[config.mk]
export PLATFORM = sky130hd
export DESIGN_NAME = brg_ctrl
export DESIGN_NICKNAME = d
export VERILOG_FILES = /design/src/source/i2c_bridge_pkg.sv /design/src/source/brg_ctrl.sv
export SDC_FILE = /design/constraint.sdc
export NUM_CORES = 1
export LEC_CHECK = 0
export ABC_AREA = 1
export CAP_MARGIN = 15
export CORE_MARGIN = 8
export CORE_UTILIZATION = 30
export CTS_CLUSTER_SIZE = 12
export DETAILED_ROUTE_END_ITERATION = 10
export DONT_BUFFER_PORTS = 1
export GPL_TIMING_DRIVEN = 0
export HOLD_SLACK_MARGIN = 0.02
export PLACE_DENSITY = 0.42
export SLEW_MARGIN = 25
export SYNTH_ARGS = -nofsm -noshare
export SYNTH_HDL_FRONTEND = slang
export SYNTH_SLANG_ARGS = --single-unit
[constraint.sdc]
create_clock -name CLK_I -period 1.2 [get_ports CLK_I]
set_input_delay 0.06 -clock CLK_I [delete_from_list [all_inputs] [get_ports CLK_I]]
set_output_delay 0.06 -clock CLK_I [all_outputs]
set_load 0.01 [all_outputs]
[src/source/i2c_bridge_pkg.sv]
package i2c_bridge_pkg;

	// host register offsets
	localparam logic [5:0] REG_CTRL = 6'h00;
	localparam logic [5:0] REG_ADDR = 6'h04;
	localparam logic [5:0] REG_TX   = 6'h08;
	localparam logic [5:0] REG_RX   = 6'h0c;
	localparam logic [5:0] REG_RBT  = 6'h14;

	localparam logic [31:0] UNMAPPED_DATA = 32'hdead_dead;

	// queue geometry, counts are FIFO_CW bits wide
	localparam int                 FIFO_CW    = 9;
	localparam logic [FIFO_CW-1:0] FIFO_DEPTH = 9'd256;
	localparam logic [FIFO_CW-1:0] PKG_LEN    = 9'd10;  // words per packet

	// fixed bridge slave addresses
	localparam logic [6:0] BRG_CMD_ADDR  = 7'h40;
	localparam logic [6:0] BRG_DATA_ADDR = 7'h41;

	// bridge command bytes
	localparam logic [7:0] BRG_CS_ON   = 8'h00;
	localparam logic [7:0] BRG_CS_OFF  = 8'h01;
	localparam logic [7:0] BRG_EN_ON   = 8'h02;
	localparam logic [7:0] BRG_EN_OFF  = 8'h03;
	localparam logic [7:0] BRG_DL_DONE = 8'h04;

	// control word, command bits on write and status on read
	typedef union packed {
		struct packed {
			logic [5:0]  rsvd_hi;
			logic        unmask;
			logic        mask;
			logic        soft_rst;
			logic        tx_flush;
			logic        rx_flush;
			logic        clr_rd_err;
			logic        clr_rd_done;
			logic        clr_wr_done;
			logic [17:0] rsvd_lo;
		} wr;
		struct packed {
			logic [6:0] rsvd_hi;
			logic       mask;
			logic [2:0] rsvd_mid;
			logic       rd_err;
			logic       rd_done;
			logic       wr_done;
			logic [8:0] tx_count;
			logic [8:0] rx_count;
		} rd;
	} ctrl_word_u;

endpackage

[src/source/brg_ctrl.sv]
module brg_ctrl (
	input  logic       CLK_I,
	input  logic       RST_I,
	input  logic       soft_rst,
	input  logic [6:0] cur_addr,
	input  logic [7:0] byte_data,
	input  logic       byte_done,
	input  logic       dl_clr,
	output logic       brg_en,
	output logic       brg_cs,
	output logic       download_done,
	output logic       brg_sck,
	output logic       brg_mosi
);

	logic       cmd_vld;
	logic       dat_vld;
	logic       busy;
	logic [2:0] bit_cnt;
	logic [7:0] shift;

	assign cmd_vld = byte_done & (cur_addr == i2c_bridge_pkg::BRG_CMD_ADDR);
	assign dat_vld = byte_done & (cur_addr == i2c_bridge_pkg::BRG_DATA_ADDR);

	always_ff @(posedge CLK_I or posedge RST_I) begin
		if (RST_I) begin
			brg_en        <= 1'b0;
			brg_cs        <= 1'b1;  // deselected
			download_done <= 1'b0;
		end else if (soft_rst) begin
			brg_en        <= 1'b0;
			brg_cs        <= 1'b1;
			download_done <= 1'b0;
		end else begin
			if (cmd_vld) begin
				case (byte_data)
					i2c_bridge_pkg::BRG_CS_ON:   brg_cs <= 1'b0;
					i2c_bridge_pkg::BRG_CS_OFF:  brg_cs <= 1'b1;
					i2c_bridge_pkg::BRG_EN_ON:   brg_en <= 1'b1;
					i2c_bridge_pkg::BRG_EN_OFF:  brg_en <= 1'b0;
					i2c_bridge_pkg::BRG_DL_DONE: download_done <= 1'b1;
					default: ;  // unknown command ignored
				endcase
			end
			if (dl_clr)
				download_done <= 1'b0;
		end
	end

	always_ff @(posedge CLK_I) begin
		if (dat_vld)
			shift <= byte_data;
		else if (busy && brg_sck)
			shift <= {1'b0, shift[7:1]};  // lsb goes out first
	end

	// one low and one high sck cycle per bit
	always_ff @(posedge CLK_I or posedge RST_I) begin
		if (RST_I) begin
			busy     <= 1'b0;
			bit_cnt  <= 3'd0;
			brg_sck  <= 1'b0;
			brg_mosi <= 1'b0;
		end else if (soft_rst) begin
			busy     <= 1'b0;
			bit_cnt  <= 3'd0;
			brg_sck  <= 1'b0;
			brg_mosi <= 1'b0;
		end else if (dat_vld) begin
			busy     <= 1'b1;
			bit_cnt  <= 3'd0;
			brg_sck  <= 1'b0;
			brg_mosi <= byte_data[0];
		end else if (busy) begin
			if (!brg_sck) begin
				brg_sck <= 1'b1;
			end else begin
				brg_sck <= 1'b0;
				if (bit_cnt == 3'd7) begin
					busy     <= 1'b0;
					brg_mosi <= 1'b0;
				end else begin
					bit_cnt  <= bit_cnt + 1'b1;
					brg_mosi <= shift[1];
				end
			end
		end
	end

	// the byte period on i2c must cover a full shift
	a_no_overlap: assert property (@(posedge CLK_I) disable iff (RST_I)
		byte_done |-> !busy);

endmodule

# Word level (Yosys, flattened, before mapping)
# Cells that the tools add are included.
[op_classes] add_sub_neg=1 n_eq_ne=8 muxes=31 bitwise=2 n_reduce_logical=15
[ops] cell="1-bit 2-to-1 mux" count=22
[ops] cell="3-bit nonzero test" count=6
[ops] cell="8-bit by 2-bit == test with 1-bit output (second input constant)" count=2
[ops] cell="8-bit 2-to-1 mux" count=2
[ops] cell="3-bit 2-to-1 mux" count=5
[ops] cell="7-bit == test (second input constant)" count=2
[ops] cell="8-bit by 1-bit == test with 1-bit output (second input constant)" count=1
[ops] cell="8-bit by 3-bit == test with 1-bit output (second input constant)" count=1
[ops] cell="8-bit logical NOT" count=1
[ops] cell="2-bit AND reduction" count=4
[ops] cell="1-bit one-hot mux with 2 select lines" count=2
[ops] cell="2-bit nonzero test" count=2
[ops] cell="3-bit by 1-bit adder with 3-bit output (second input constant)" count=1
[ops] cell="3-bit == test (second input constant)" count=1
[ops] cell="3-bit != test (second input constant)" count=1
[ops] cell="3-bit AND reduction" count=1
[ops] cell="1-bit bitwise AND" count=2
[ops] cell="1-bit logical AND" count=1
[totals] register_bits=17 in_bits=20 out_inout_bits=5 word_cells=65

# Logic depth before layout (Yosys ltp)
[depth] ltp_word=6 ltp_mapped=8 ltp_nobuf=8

# Worst setup path after synthesis
# No wires, ideal clock.
[synth_path] path_type="register to register" from="register bit_cnt[0]" to="register bit_cnt[0]" setup_time_ns=0.119 t_arrival_ns=1.092 t_required_ns=1.081 slack_ns=-0.011 stages_incl_launch_ff=7 path_buffers=0 period_less_slack_ns=1.211 path_cell_list="dfrtp_1 > ha_1 > ha_1 > inv_1 > nand2_1 > xor2_1 > nor2_1"
[synth_via] elab_chain_cells=6 elab_cells_between_ends=9 classes_between="add/sub: 1; eq/ne: 2; mux: 5; reduce/logical: 1"
[synth_rtl] element="start: declaration" line="brg_ctrl.sv:19" rtl="logic [2:0] bit_cnt;"
[synth_rtl] element="start signal: assignment" line="brg_ctrl.sv:83" rtl="bit_cnt <= bit_cnt + 1'b1;"
[synth_rtl] element="3-bit by 1-bit adder with 3-bit output" line="brg_ctrl.sv:83"
[synth_rtl] element="3-bit 2-to-1 mux" line="brg_ctrl.sv:79" rtl="if (bit_cnt == 3'd7) begin"
[synth_rtl] element="3-bit 2-to-1 mux" line="brg_ctrl.sv:75" rtl="if (!brg_sck) begin"
[synth_rtl] element="3-bit 2-to-1 mux" line="brg_ctrl.sv:74" rtl="end else if (busy) begin"
[synth_rtl] element="3-bit 2-to-1 mux" line="brg_ctrl.sv:69" rtl="end else if (dat_vld) begin"
[synth_rtl] element="3-bit 2-to-1 mux" line="brg_ctrl.sv:64" rtl="end else if (soft_rst) begin"
# Parallel ways exist; a longest one is shown, timed or not. The select of a mux whose other input is x is not followed.
# A chain may end at the register's enable or synchronous reset.

# Final worst setup path
# Same ends and word-level chain as after synthesis.

==> impl_summary.md <==
Status
The flow ran to the end, and the final reports show no timing, DRC or antenna violations.

Worst setup path
Among cell families on the critical path, the largest total delay comes from flip-flops. The start of the worst register-to-register path is bit_cnt[0]. The worst setup path is captured at a register. The nature of the critical path startpoint is a register. The critical path is of the register to register type. The largest single stage delay on the critical path is slightly below 0.4 ns. The data arrival time at the worst-slack endpoint is about 1.4 ns. The top fanout value on the critical path is 3. The endpoint required time on the critical path is 1.39 ns. The number of buffer and inverter instances along the worst setup path is 1.

The launching instance or port of the critical path is bit_cnt[0]. The critical path goes through ha_2, ha_4, inv_4, nand2_4, xor2_1, nor2_1. The cell with the largest stage delay on the worst path is dfrtp_1.

STA
The transition time of the tightest slew-check pin is 0.350 ns. Derived from the worst setup path, the maximum achievable clock frequency is ~0.85 GHz. The final-report max-slew violation count is 0. The number of failing hold endpoints at the final stage is 0. The clock skew is between 0.0009 and 0.001 ns.

Setup repair after global routing could not meet its margin everywhere. Headroom to the max-slew limit came out at 76.7%. The post-route clock period utilization is a little under 100%. Setup violations remaining at the end of the flow were counted as 0. The post-layout minimum cycle time is 1.18 ns.

Power and ir drop
The switching share of power is 22.9%. In this run the power spent charging and discharging nets is 236 uW. The combinational share of power is 8.9%. IR analysis of the VDD net gives a maximum drop of roughly 0.5 mV.

The share of total power dissipated in the clock network is 35.3%. Overall power consumption after layout is estimated at 1030 uW. The total leakage power is 0.000552 uW. Of the total power, registers draw 55.8%. The total power per unit cell area is 882 nW/um^2.

Internal power comes to 795 uW.

Clock tree
The maximum level of the CTS H-tree is 1. The clock transition at the registers of the reported paths is 0.10 ns. In this run the clock root is driven by a clkbuf_4.

The worst-skew pair later-pin latency is 0.29 ns. The maximum clock path buffer count is 2. In this run, CTS created clock tree buffers numbering 3. TritonCTS built the clock tree.

Counting every sink on the clock net gives 16.

Yosys
During synthesis, Yosys emitted a total of 0 warnings. The share of synthesized flip-flops with an asynchronous set or reset is between 50% and 60%. The count of cell types in the netlist is 25. Sorting the synthesized cells by area gives the leading types as edfxtp_1, dfrtp_1, nand2_1, inv_1, o21ai_2.

After synthesis the cells add up to approximately 940 um^2. The area fraction of the dominant cell type after synthesis is 22.4%. By count the netlist is led by nand2_1, inv_1, nor2_1.

Summed over all instances, the cell type with the most area after synthesis is edfxtp_1. Counting every net in the synthesized netlist gives 136. The number of enable-type register cells in the synthesized netlist is 7. The fraction of the yosys area taken by sequential cells is 46.5%. The number of flip-flops and latches in the synthesized netlist is 16. Counting every instance in the synthesized netlist gives roughly 110.

A synthesized cell averages 8.24 um^2. The predominant post-synthesis flop cell is dfrtp_1. The most common cell in the netlist is nand2_1.

Hold path
The path category of the worst min-delay check is input port to register. The worst hold path begins at byte_data[6].

Final layout
In the final layout, the multi-input gates occupy 455 um^2. 0 antenna diodes ended up in the layout. The cell area after layout is ~1200 um^2. Across the whole layout, storage elements account for 437 um^2. The number of filler instances in the final layout is 321. The ratio of cells with drive above 1 in the final layout is 25.8%. The final net count is 151. The relative area change from synthesis to final layout is 24.5%. Once layout is complete, the cells apart from fillers number 172.

Floorplan
The effective utilization at floorplan is between 30% and 40%. The die area is 5180 um^2. The die is 72.0 um tall. The count of boundary I/O pins is 25. The horizontal extent of the die is 72.0 um. The total number of placement rows is 20.

The region available for standard cell placement spans roughly 3000 um^2.

Place
The routability-driven placement congestion ratio is 0.821. The instance area after placement is 997 um^2. Once placement completed, the tool counted placed cells totaling 158. The final HPWL from detailed placement is 1560 um. In this run the tool buffered the top-level ports with 0 buffer cells.

Detailed routing
The remaining antenna violation count is 0. In the final routed layout, each cell accounts on average for approximately 12 um. The post-route DRC violation count is 0. The via density per instance is 4.23.

The post-detailed-routing wire length is 2030 um. The first-pass iteration count of the detailed router is 3. The number of DRC markers in iteration 0 is 43.

The via count is about 730.

GRT
Across every metal layer, demand over resource in global routing totals ~8.4%. The number of global-route vias before repair is 767. The first-pass GRT wire length is between 3000 and 4000 um. The initial antenna violation count was 0. Entering global routing, the biggest net connects 11 pins. The total overflow left after global routing is 0.

Run
The tool flagged a number of max-cap violations equal to 0.
## what timing repair did
item | in CTS | in global routing
endpoints found under the setup margin | 11 | 4
buffers inserted | 1 | 0
pin swaps | 0 | 1
endpoints found under the hold margin | 16 | 0
gates resized for setup | 4 | 6
hold buffers | 9 | 0
## sequential cells by signal, summed over array words and instances, names as in the netlist
name and flops:
busy 1, brg_sck 1, download_done 1, bit_cnt 3
brg_cs 1, brg_en 1, shift 7, brg_mosi 1
## final cells by class
class | instances | area share (%)
multi-input cells | 77 | 38.9
flip-flops and latches | 16 | 37.3
well taps | 44 | 4.71
plain buffers | 1 | 0.963
repair buffers | 10 | 8.34
inverters | 20 | 6.63
clock buffers | 4 | 3.10
## layout by cell type, fill, tap and decap left out, drive strengths merged
| cell type | count |
|---|---|
| clkinv | 1 |
| a21oi | 4 |
| clkbuf | 4 |
| o21ai | 8 |
| dlygate4sd3 | 9 |
| ha | 2 |
| nor3 | 1 |
| edfxtp | 7 |
| dfstp | 1 |
| nand4 | 2 |
| xor2 | 1 |
| inv | 19 |
| nor2 | 17 |
| nand2 | 32 |
| buf | 2 |
| nand3 | 9 |
| or2 | 1 |
| dfrtp | 8 |
## metal layers
layer	vias to the layer above	global-route usage (%)	part of all wire, %
met1	321	10.7	48
met3	2	3.72	6.2
met4	0	1.36	0.59
met5	-	0	0
li1	388	-	-
met2	16	12.9	46
## power by group through the flow
stage,Clock (uW),Sequential [uW],Combinational (uW)
floorplan,0,586,55.3
detailed placement,0,587,66.0
global placement,0,587,65.4
CTS,380,576,91.0
finish,364,576,91.6
global route,408,576,105
## cell families (layout without fill, tap and decap cells)
logic type / Yosys count / count (layout) / synth area share, %
and+or+nand+nor: 62 / 62 / 32.0
AOI/OAI and AO/OA: 12 / 12 / 8.79
xor gates and xnor gates: 1 / 1 / 0.932
DFF: 16 / 16 / 46.5
adders and majority gates: 2 / 2 / 2.66
buffers and inverters: 21 / 35 / 9.19
## final timing paths
path                               to  slack (ns)  cells after the start
setup / recovery           bit_cnt[0]        0.02                      6
hold / removal               shift[6]        0.03                      2
setup reg to reg           bit_cnt[0]        0.02                      6
hold reg to reg                brg_cs        0.50                      2
max in group asynchronous      brg_cs        0.73                      2
min in group asynchronous      brg_en        0.17                      2
## per-stage QoR
step	setup slack, ns	hold slack (ns)	util (%)	TNS (ns)
after global routing	-0.0380	0.0316	38.6	-0.0641
after global placement	-0.0659	-0.0628	32.9	-0.537
after detailed placement	-0.0692	-0.0663	32.9	-0.600
after floorplan	0.0175	-0.113	-	0
final	0.0223	0.0294	38.6	0
after CTS	0.00619	0.0201	37.9	0
(Power assumes the default switching activity.)
