## config.mk

```make
export PLATFORM = sky130hd
export DESIGN_NAME = i2c_slave_phy
export DESIGN_NICKNAME = d
export VERILOG_FILES = /design/src/source/i2c_bridge_pkg.sv /design/src/source/i2c_slave_phy.sv
export SDC_FILE = /design/constraint.sdc
export NUM_CORES = 1
export LEC_CHECK = 0
export BUFFER_PORTS_ARGS = -buffer_cell sky130_fd_sc_hd__buf_2
export CORE_ASPECT_RATIO = 1.2
export CORE_MARGIN = 3
export CORE_UTILIZATION = 46
export CTS_BUF_LIST = sky130_fd_sc_hd__clkbuf_8 sky130_fd_sc_hd__clkbuf_16
export CTS_CLUSTER_SIZE = 8
export DETAILED_ROUTE_END_ITERATION = 12
export PLACE_DENSITY = 0.76
export SLEW_MARGIN = 20
export SYNTH_ARGS = -nofsm -noshare
export SYNTH_HDL_FRONTEND = slang
export SYNTH_SLANG_ARGS = --single-unit
```

## constraint.sdc

```tcl
create_clock -name CLK_I -period 3.3 [get_ports CLK_I]
set_input_delay 0.165 -clock CLK_I [delete_from_list [all_inputs] [get_ports CLK_I]]
set_output_delay 0.165 -clock CLK_I [all_outputs]
set_load 0.03 [all_outputs]
```

## src/source/i2c_bridge_pkg.sv

```systemverilog
package i2c_bridge_pkg;

	// host register offsets
	localparam logic [5:0] REG_CTRL = 6'h00;
	localparam logic [5:0] REG_ADDR = 6'h04;
	localparam logic [5:0] REG_TX   = 6'h08;
	localparam logic [5:0] REG_RX   = 6'h0c;
	localparam logic [5:0] REG_RBT  = 6'h14;

	localparam logic [31:0] UNMAPPED_DATA = 32'hdead_dead;

	// queue geometry, counts are FIFO_CW bits wide
	localparam int                 FIFO_CW    = 9;
	localparam logic [FIFO_CW-1:0] FIFO_DEPTH = 9'd256;
	localparam logic [FIFO_CW-1:0] PKG_LEN    = 9'd10;  // words per packet

	// fixed bridge slave addresses
	localparam logic [6:0] BRG_CMD_ADDR  = 7'h40;
	localparam logic [6:0] BRG_DATA_ADDR = 7'h41;

	// bridge command bytes
	localparam logic [7:0] BRG_CS_ON   = 8'h00;
	localparam logic [7:0] BRG_CS_OFF  = 8'h01;
	localparam logic [7:0] BRG_EN_ON   = 8'h02;
	localparam logic [7:0] BRG_EN_OFF  = 8'h03;
	localparam logic [7:0] BRG_DL_DONE = 8'h04;

	// control word, command bits on write and status on read
	typedef union packed {
		struct packed {
			logic [5:0]  rsvd_hi;
			logic        unmask;
			logic        mask;
			logic        soft_rst;
			logic        tx_flush;
			logic        rx_flush;
			logic        clr_rd_err;
			logic        clr_rd_done;
			logic        clr_wr_done;
			logic [17:0] rsvd_lo;
		} wr;
		struct packed {
			logic [6:0] rsvd_hi;
			logic       mask;
			logic [2:0] rsvd_mid;
			logic       rd_err;
			logic       rd_done;
			logic       wr_done;
			logic [8:0] tx_count;
			logic [8:0] rx_count;
		} rd;
	} ctrl_word_u;

endpackage

```

## src/source/i2c_slave_phy.sv

```systemverilog
module i2c_slave_phy (
	input  logic        CLK_I,
	input  logic        RST_I,
	input  logic        soft_rst,
	input  logic        scl_pin,
	input  logic        sda_in,
	input  logic [6:0]  slave_addr,
	input  logic        rx_full,
	input  logic        tx_empty,
	input  logic [31:0] tx_word,
	output logic        sda_oe,
	output logic        rx_push,
	output logic [31:0] rx_word,
	output logic        tx_pop,
	output logic        wr_done,
	output logic        rd_done,
	output logic        rd_err,
	output logic [6:0]  cur_addr,
	output logic [7:0]  byte_data,
	output logic        byte_done,
	output logic        led_wr,
	output logic        led_rd
);

	logic [1:0] scl_sync;
	logic [1:0] sda_sync;
	logic       scl_d;
	logic       sda_d;
	logic       scl;
	logic       sda;
	logic       scl_rise;
	logic       scl_fall;
	logic       start_det;
	logic       stop_det;
	logic       in_addr;
	logic       in_wr;
	logic       in_rd;
	logic       busy;
	logic       ack_ph;
	logic [3:0] bit_cnt;
	logic [7:0] shreg;
	logic [1:0] byte_idx;
	logic       own;
	logic       got_byte;
	logic       nack;
	logic       rd_end;
	logic       byte_end;
	logic       addr_hit;
	logic       brg_hit;
	logic [7:0] tx_byte;

	always_ff @(posedge CLK_I or posedge RST_I) begin
		if (RST_I) begin
			scl_sync <= 2'b11;  // idle bus is high
			sda_sync <= 2'b11;
			scl_d    <= 1'b1;
			sda_d    <= 1'b1;
		end else begin
			scl_sync <= {scl_sync[0], scl_pin};
			sda_sync <= {sda_sync[0], sda_in};
			scl_d    <= scl_sync[1];
			sda_d    <= sda_sync[1];
		end
	end

	assign scl       = scl_sync[1];
	assign sda       = sda_sync[1];
	assign scl_rise  = scl & ~scl_d;
	assign scl_fall  = ~scl & scl_d;
	assign start_det = scl & scl_d & sda_d & ~sda;  // sda falls, scl high
	assign stop_det  = scl & scl_d & ~sda_d & sda;
	assign busy      = in_addr | in_wr | in_rd;
	assign byte_end  = busy & scl_fall & ~ack_ph & (bit_cnt == 4'd8);
	assign addr_hit  = shreg[7:1] == slave_addr;
	assign brg_hit   = (shreg[7:1] == i2c_bridge_pkg::BRG_CMD_ADDR) ||
	                   (shreg[7:1] == i2c_bridge_pkg::BRG_DATA_ADDR);
	assign tx_byte   = tx_word[{~byte_idx, 3'b000} +: 8];  // msb byte first
	assign byte_data = shreg;
	assign led_wr    = in_wr;
	assign led_rd    = in_rd;

	always_ff @(posedge CLK_I) begin
		if (busy && scl_rise && !ack_ph && bit_cnt != 4'd8)
			shreg <= {shreg[6:0], sda};
		if (byte_end && in_wr && own)
			rx_word <= {rx_word[23:0], shreg};  // pack four bytes
	end

	always_ff @(posedge CLK_I or posedge RST_I) begin
		if (RST_I) begin
			in_addr   <= 1'b0;
			in_wr     <= 1'b0;
			in_rd     <= 1'b0;
			ack_ph    <= 1'b0;
			bit_cnt   <= 4'd0;
			byte_idx  <= 2'd0;
			own       <= 1'b0;
			got_byte  <= 1'b0;
			nack      <= 1'b0;
			rd_end    <= 1'b0;
			sda_oe    <= 1'b0;
			cur_addr  <= 7'd0;
			rx_push   <= 1'b0;
			tx_pop    <= 1'b0;
			wr_done   <= 1'b0;
			rd_done   <= 1'b0;
			rd_err    <= 1'b0;
			byte_done <= 1'b0;
		end else begin
			rx_push   <= 1'b0;
			tx_pop    <= 1'b0;
			wr_done   <= 1'b0;
			rd_done   <= 1'b0;
			rd_err    <= 1'b0;
			byte_done <= 1'b0;
			if (soft_rst) begin
				in_addr <= 1'b0;
				in_wr   <= 1'b0;
				in_rd   <= 1'b0;
				sda_oe  <= 1'b0;
			end else if (start_det) begin
				in_addr  <= 1'b1;
				in_wr    <= 1'b0;
				in_rd    <= 1'b0;
				ack_ph   <= 1'b0;
				bit_cnt  <= 4'd0;
				byte_idx <= 2'd0;
				own      <= 1'b0;
				sda_oe   <= 1'b0;
			end else if (stop_det) begin
				in_addr  <= 1'b0;
				in_wr    <= 1'b0;
				in_rd    <= 1'b0;
				sda_oe   <= 1'b0;
				wr_done  <= got_byte;
				rd_done  <= rd_end;
				got_byte <= 1'b0;
				rd_end   <= 1'b0;
			end else if (busy && scl_rise) begin
				if (ack_ph)
					nack <= sda;  // master answer on reads
				else if (bit_cnt != 4'd8)
					bit_cnt <= bit_cnt + 1'b1;
			end else if (busy && scl_fall) begin
				if (ack_ph) begin
					ack_ph  <= 1'b0;
					bit_cnt <= 4'd0;
					if (in_rd && !nack) begin
						sda_oe <= ~tx_byte[7];
					end else begin
						sda_oe <= 1'b0;
						rd_end <= in_rd;  // master ended the read
						in_rd  <= 1'b0;
					end
				end else if (bit_cnt == 4'd8) begin
					ack_ph <= 1'b1;
					if (in_addr) begin
						in_addr  <= 1'b0;
						cur_addr <= shreg[7:1];
						if (!shreg[0]) begin
							if ((addr_hit && !rx_full) || brg_hit) begin
								in_wr  <= 1'b1;
								own    <= addr_hit;
								sda_oe <= 1'b1;
							end
						end else if (addr_hit) begin
							if (tx_empty) begin
								rd_err <= 1'b1;  // less than a packet queued
							end else begin
								in_rd  <= 1'b1;
								sda_oe <= 1'b1;
							end
						end
					end else if (in_wr) begin
						sda_oe    <= 1'b1;
						byte_done <= 1'b1;
						if (own) begin
							byte_idx <= byte_idx + 1'b1;
							rx_push  <= byte_idx == 2'd3;
							got_byte <= 1'b1;
						end
					end else begin
						sda_oe   <= 1'b0;  // let the master answer
						byte_idx <= byte_idx + 1'b1;
						tx_pop   <= byte_idx == 2'd3;
					end
				end else if (in_rd) begin
					sda_oe <= ~tx_byte[3'd7 - bit_cnt[2:0]];
				end
			end
		end
	end

	// sda only changes while scl is low
	a_sda_setup: assert property (@(posedge CLK_I) disable iff (RST_I)
		$rose(sda_oe) |-> !scl);

endmodule

```

== After elaboration in Yosys (flattened, before gate mapping) ==
Index checks and enable logic that the tools add are counted.
Word-level totals
  register bits: 74
  input bits: 46
  output and inout bits: 56
  word-level logic and storage cells: 255
Operators by class
  $add $sub $neg: 3
  $lt $le $gt $ge: 1
  equality and inequality tests: 26
  shifts and indexed selects: 1
  multiplexer cells: 131
  bitwise logic cells: 24
  reduce and logical (&&, ||, !) cells: 45
Operators by type and width (count)
  $mux W1: 114
  $shiftx A32 B6 Y8: 1
  $mux W4: 7
  $reduce_and A8 Y1: 3
  $reduce_bool A5 Y1: 4
  $mux W2: 9
  $ne A2 B2 Y1 const B: 9
  $reduce_and A6 Y1: 3
  $reduce_and A9 Y1: 2
  $reduce_bool A2 Y1: 9
  $ne A4 B4 Y1 const B: 4
  $ne A8 B8 Y1 const B: 2
  $reduce_bool A4 Y1: 4
  $eq A7 B7 Y1 const B: 2
  $not A1 Y1: 11
  $and A1 B1 Y1: 10
  $logic_and A1 B1 Y1: 8
  $ne A8 B7 Y1 const B: 1
  $reduce_and A4 Y1: 2
  $eq A7 B7 Y1: 1
  $reduce_and A7 Y1: 1
  $ne A3 B2 Y1 const B: 2
  $reduce_bool A3 Y1: 2
  $reduce_bool A6 Y1: 1
  other kinds (15): 19

== Logic depth before layout (Yosys ltp) ==
  depth in word-level cells: 13
  depth in mapped cells: 9
  mapped depth without buffers: 7

== Least setup slack after synthesis ==
OpenSTA, ideal clock, no wires.
  path type: register to register
  from: register bit_cnt[0]
  to: register rx_word[0] (enable)
  library setup time: 421 ps
  arrival: 2690 ps
  data required time: 2879 ps
  slack: 189 ps
  stages on the path, launching flop included: 9
  path buffers: 2
  clock period less this slack: 3111 ps
  path through: dfrtp_1 clkbuf_1 inv_1 ha_1 and3b_1 buf_4 and2_4 nand2_1 nor2_1
Between the ends
  word-level cells in the longest chain between the ends: 4
Ends and longest elaborated chain
  start, declared: RTL line i2c_slave_phy.sv:40  | logic [3:0] bit_cnt;
  start signal, assigned: RTL line i2c_slave_phy.sv:143  | bit_cnt <= bit_cnt + 1'b1;
  $eq A4 B4 Y1: RTL line i2c_slave_phy.sv:73  | assign byte_end = busy & scl_fall & ~ack_ph & (bit_cnt == 4'd8);
  $and A1 B1 Y1: RTL line i2c_slave_phy.sv:73
  $logic_and A1 B1 Y1 (2 in series): RTL line i2c_slave_phy.sv:85  | if (byte_end && in_wr && own)
  end signal, assigned: RTL line i2c_slave_phy.sv:86  | rx_word <= {rx_word[23:0], shreg};
  end, declared: RTL line i2c_slave_phy.sv:13  | output logic [31:0] rx_word,
Every way passes these cells.
A chain may end at the register's enable or synchronous reset.

== Worst setup path in the final report ==
  from: register bit_cnt[0]
  to: register cur_addr[2]
Between the ends
  word-level cells in the longest chain between the ends: 2
Ends and longest elaborated chain
  $eq A4 B4 Y1: RTL line i2c_slave_phy.sv:155  | end else if (bit_cnt == 4'd8) begin
  $reduce_and A8 Y1 (no line)
  end signal, assigned: RTL line i2c_slave_phy.sv:159  | cur_addr <= shreg[7:1];
  end, declared: RTL line i2c_slave_phy.sv:18  | output logic [6:0] cur_addr,
Every way passes these cells.

==> metrics.csv <==
stage,metric,value,unit
timing,fin_skew,12.5,ps
final_layout,final_area,0.00411,sq mm
synth,yosysTopAreaCell,edfxtp_1,
synth,yosysSeqAreaShare,0.631,
grt,grt_max_degree,33,
setup_path,worstSetupPathType,reg -> reg,
synth,synth_top_area_frac,0.368,
power,power,0.00209,W
final_layout,antenna_cells,0,
status,status,"complete, no violations",
timing,maxSlewViolCount,0,
clocking,cts_made_buffers,9,
timing,setup_violations,0,
clocking,htreeDepth,3,
setup_path,cpLargestDelayFamily,simple AND/OR/NAND/NOR gates,
timing,fmax,415,MHz
power,power.switching,0.000514,W
setup_path,cp_slowest_cell,dfrtp_1,
timing,setup_tns,0,ps
clocking,cts_buffer_depth,2,
clocking,cts_root_buf,clkbuf_8,
power,pwr-share-seq,0.505,
floorplan,die_h,98.2,um
placed_design,dp_cells,410,
synth,ys.flop_type,edfxtp_1,
placed_design,io_buffers,101,
grt,antenna_found_initial,0,
setup_path,crit_buf_inv,1,
setup_path,cp_cell_sequence,inv_1 > ha_1 > and3b_1 > and2_4 > nand3_4 > nor3b_4 > mux2_2,
timing,min_period,2410,ps
grt,grt_overflow,0,
timing,rsz0062_at_grt,no,
floorplan,die_w,82.9,um
setup_path,arrival,2650,ps
power,share_comb_of_total_power,0.120,
synth,ys_ff_latch,74,
power,p_per_area,509,mW/mm^2
final_layout,final_common_cell,buf_2,
synth,syn_inst,227,
clocking,clock_sinks,74,
synth,synth_area_leaders,"edfxtp_1 37%, dfrtp_1 21%, mux4_2 5.5%, dfstp_2 4.8%, mux2_2 3.5%",
clocking,post_cts_resized,0,
final_layout,instances_no_fill,428,
floorplan,core,0.00685,sq mm
synth,syn_area,0.00326,sq mm
synth,yosysWarnings,0,
drt,wirelength,7090,um
final_layout,layout-area-overhead-vs-synth,25.9,%
drt,wl_per_cell,16.6,um
timing,finalCritPeriodShare,0.731,
grt,grt_pass1_vias,2347,
final_layout,drive_above_1_share,0.457,
clocking,clock_latency,360,ps
clocking,cts_tree,built,
synth,synth_edf_count,40,
drt,via_per_inst,5.45,
power,clkPwrFrac,0.375,
grt,grt_pass1_wl,11400,um
synth,ys_types,57,
power,p_sw_frac,0.246,
drt,drc,0,
drt,drt_iter0_drc,128,
synth,async_reset_ff_frac,0.459,
placed_design,placed_cell_area,0.00386,sq mm
drt,num_vias,2333,
timing,hold_violations,0,
final_layout,final_cell_mix,"101 x buf_2, 40 x edfxtp_1, 28 x dfrtp_1, 14 x nand2_1",
floorplan,rows,33,
clocking,cts_hold_buffers,2,
timing,tightest_slew,938,ps
floorplan,dieArea,0.00814,sq mm
floorplan,initial_core_util,0.476,
synth,syn-num-nets,276,
setup_path,cp_max_fo,9,
power,p_leak,1.75,nW
power,ir_drop,0.000292,V
synth,synth_area_per_cell,14.4,sq um
placed_design,place_hpwl,5260,um
flow_run,maxCapViolations,0,
clocking,cts_setup_buffers,0,
drt,dr.pass1.iters,4,
drt,ant_nets,0,
setup_path,end_kind,flop,
power,intPower,0.00158,W
setup_path,crit_required,3540,ps
clocking,clk_pin_slew,90,ps
timing,relSlewSlack,0.374,
placed_design,place.gp.congestion,0.903,
setup_path,worstSetupStartpointType,flop,
setup_path,cpPeakStageDelay,490,ps
final_layout,layout.nets,385,
floorplan,pin_count,102,
min_path,hold_class,in -> async,
grt,gr-usage-all-layers,0.177,
power groups by stage:
stage	clock network, W	registers (W)	logic, W
final	0.000784	0.00106	0.000251
after global routing	0.000845	0.00107	0.000275
after CTS	0.000802	0.00106	0.000252
after detailed placement	0	0.00108	0.000250
after global placement	0	0.00108	0.000245
after floorplan	0	0.00104	0.000223
cell usage after synthesis (2+ instances only):
cell type	n
o21ai_0	8
dfrtp_1	28
mux2_2	10
nand4_1	3
o31ai_1	3
nand4b_1	4
nand2_1	14
dfstp_2	6
nor2b_1	2
a21oi_1	4
mux2i_1	3
edfxtp_1	40
buf_2	3
clkbuf_1	4
ha_1	3
nor2_1	7
and2_1	2
mux4_2	8
a41oi_1	2
xor2_1	8
nand2b_1	5
inv_1	10
o211ai_1	2
nand3_1	7
nor3_1	5
a31oi_1	4
nor4b_1	2
cell families after synthesis:
kind of cell | after synthesis | share of synthesized area
compound gates | 35 | 0.0779
flops | 74 | 0.631
simple gates | 68 | 0.136
xor+xnor | 8 | 0.0215
buf+inv | 18 | 0.0230
fa+ha+maj | 3 | 0.0115
mux | 21 | 0.0990
per-layer routing:
metal,global-route usage,routed length [um],vias up
li1,-,-,1083
met1,0.210,2900,1136
met2,0.302,3600,99
met3,0.0489,466,15
met4,0.0767,123,0
met5,0,0,-
final timing paths:
kind / from / end / slack, ps / cells after the start
min in group CLK_I: soft_rst / wr_done / 100 / 2
worst max register to register: bit_cnt[0] / cur_addr[2] / 890 / 7
worst min register to register: scl_sync[0] / scl_sync[1] / 360 / 0
worst max-delay path: bit_cnt[0] / cur_addr[2] / 890 / 7
worst min-delay path: RST_I / wr_done / 5 / 2
max in group asynchronous: RST_I / sda_sync[1] / 2520 / 3
final cells by class:
| cell class | instances | area, sq um |
|---|---|---|
| multi-input combinational | 135 | 1130 |
| clock buffer | 9 | 124 |
| inverter | 10 | 37.5 |
| timing repair buffer | 106 | 548 |
| clock inverter | 7 | 100 |
| tap | 87 | 109 |
| fill | 572 | 2750 |
| sequential | 74 | 2060 |
registers in the layout (all words and copies together), names as in the netlist, 2 cells and up:
| register | count |
|---|---|
| byte_idx | 2 |
| byte_data | 8 |
| scl_sync | 2 |
| cur_addr | 7 |
| rx_word | 32 |
| bit_cnt | 4 |
| sda_sync | 2 |
worst reg2reg max path, delay by kind of cell (launching register included):
| kind | cells | cell delay, ps |
|---|---|---|
| adder cells (fa/ha/maj) | 1 | 150 |
| buffers and inverters | 1 | 170 |
| flip-flops | 1 | 490 |
| multiplexers | 1 | 390 |
| AND/OR/NAND/NOR | 4 | 1110 |
per-stage QoR:
step                      utilization  hold slack (ps)  setup WS [ps]
final                           0.599             5.06            889
after global routing            0.599             88.5            752
after CTS                       0.599             49.4            880
after global placement          0.564              271            998
after detailed placement        0.564              271            890
after floorplan                     -              169            189
(Power assumes the default switching activity.)
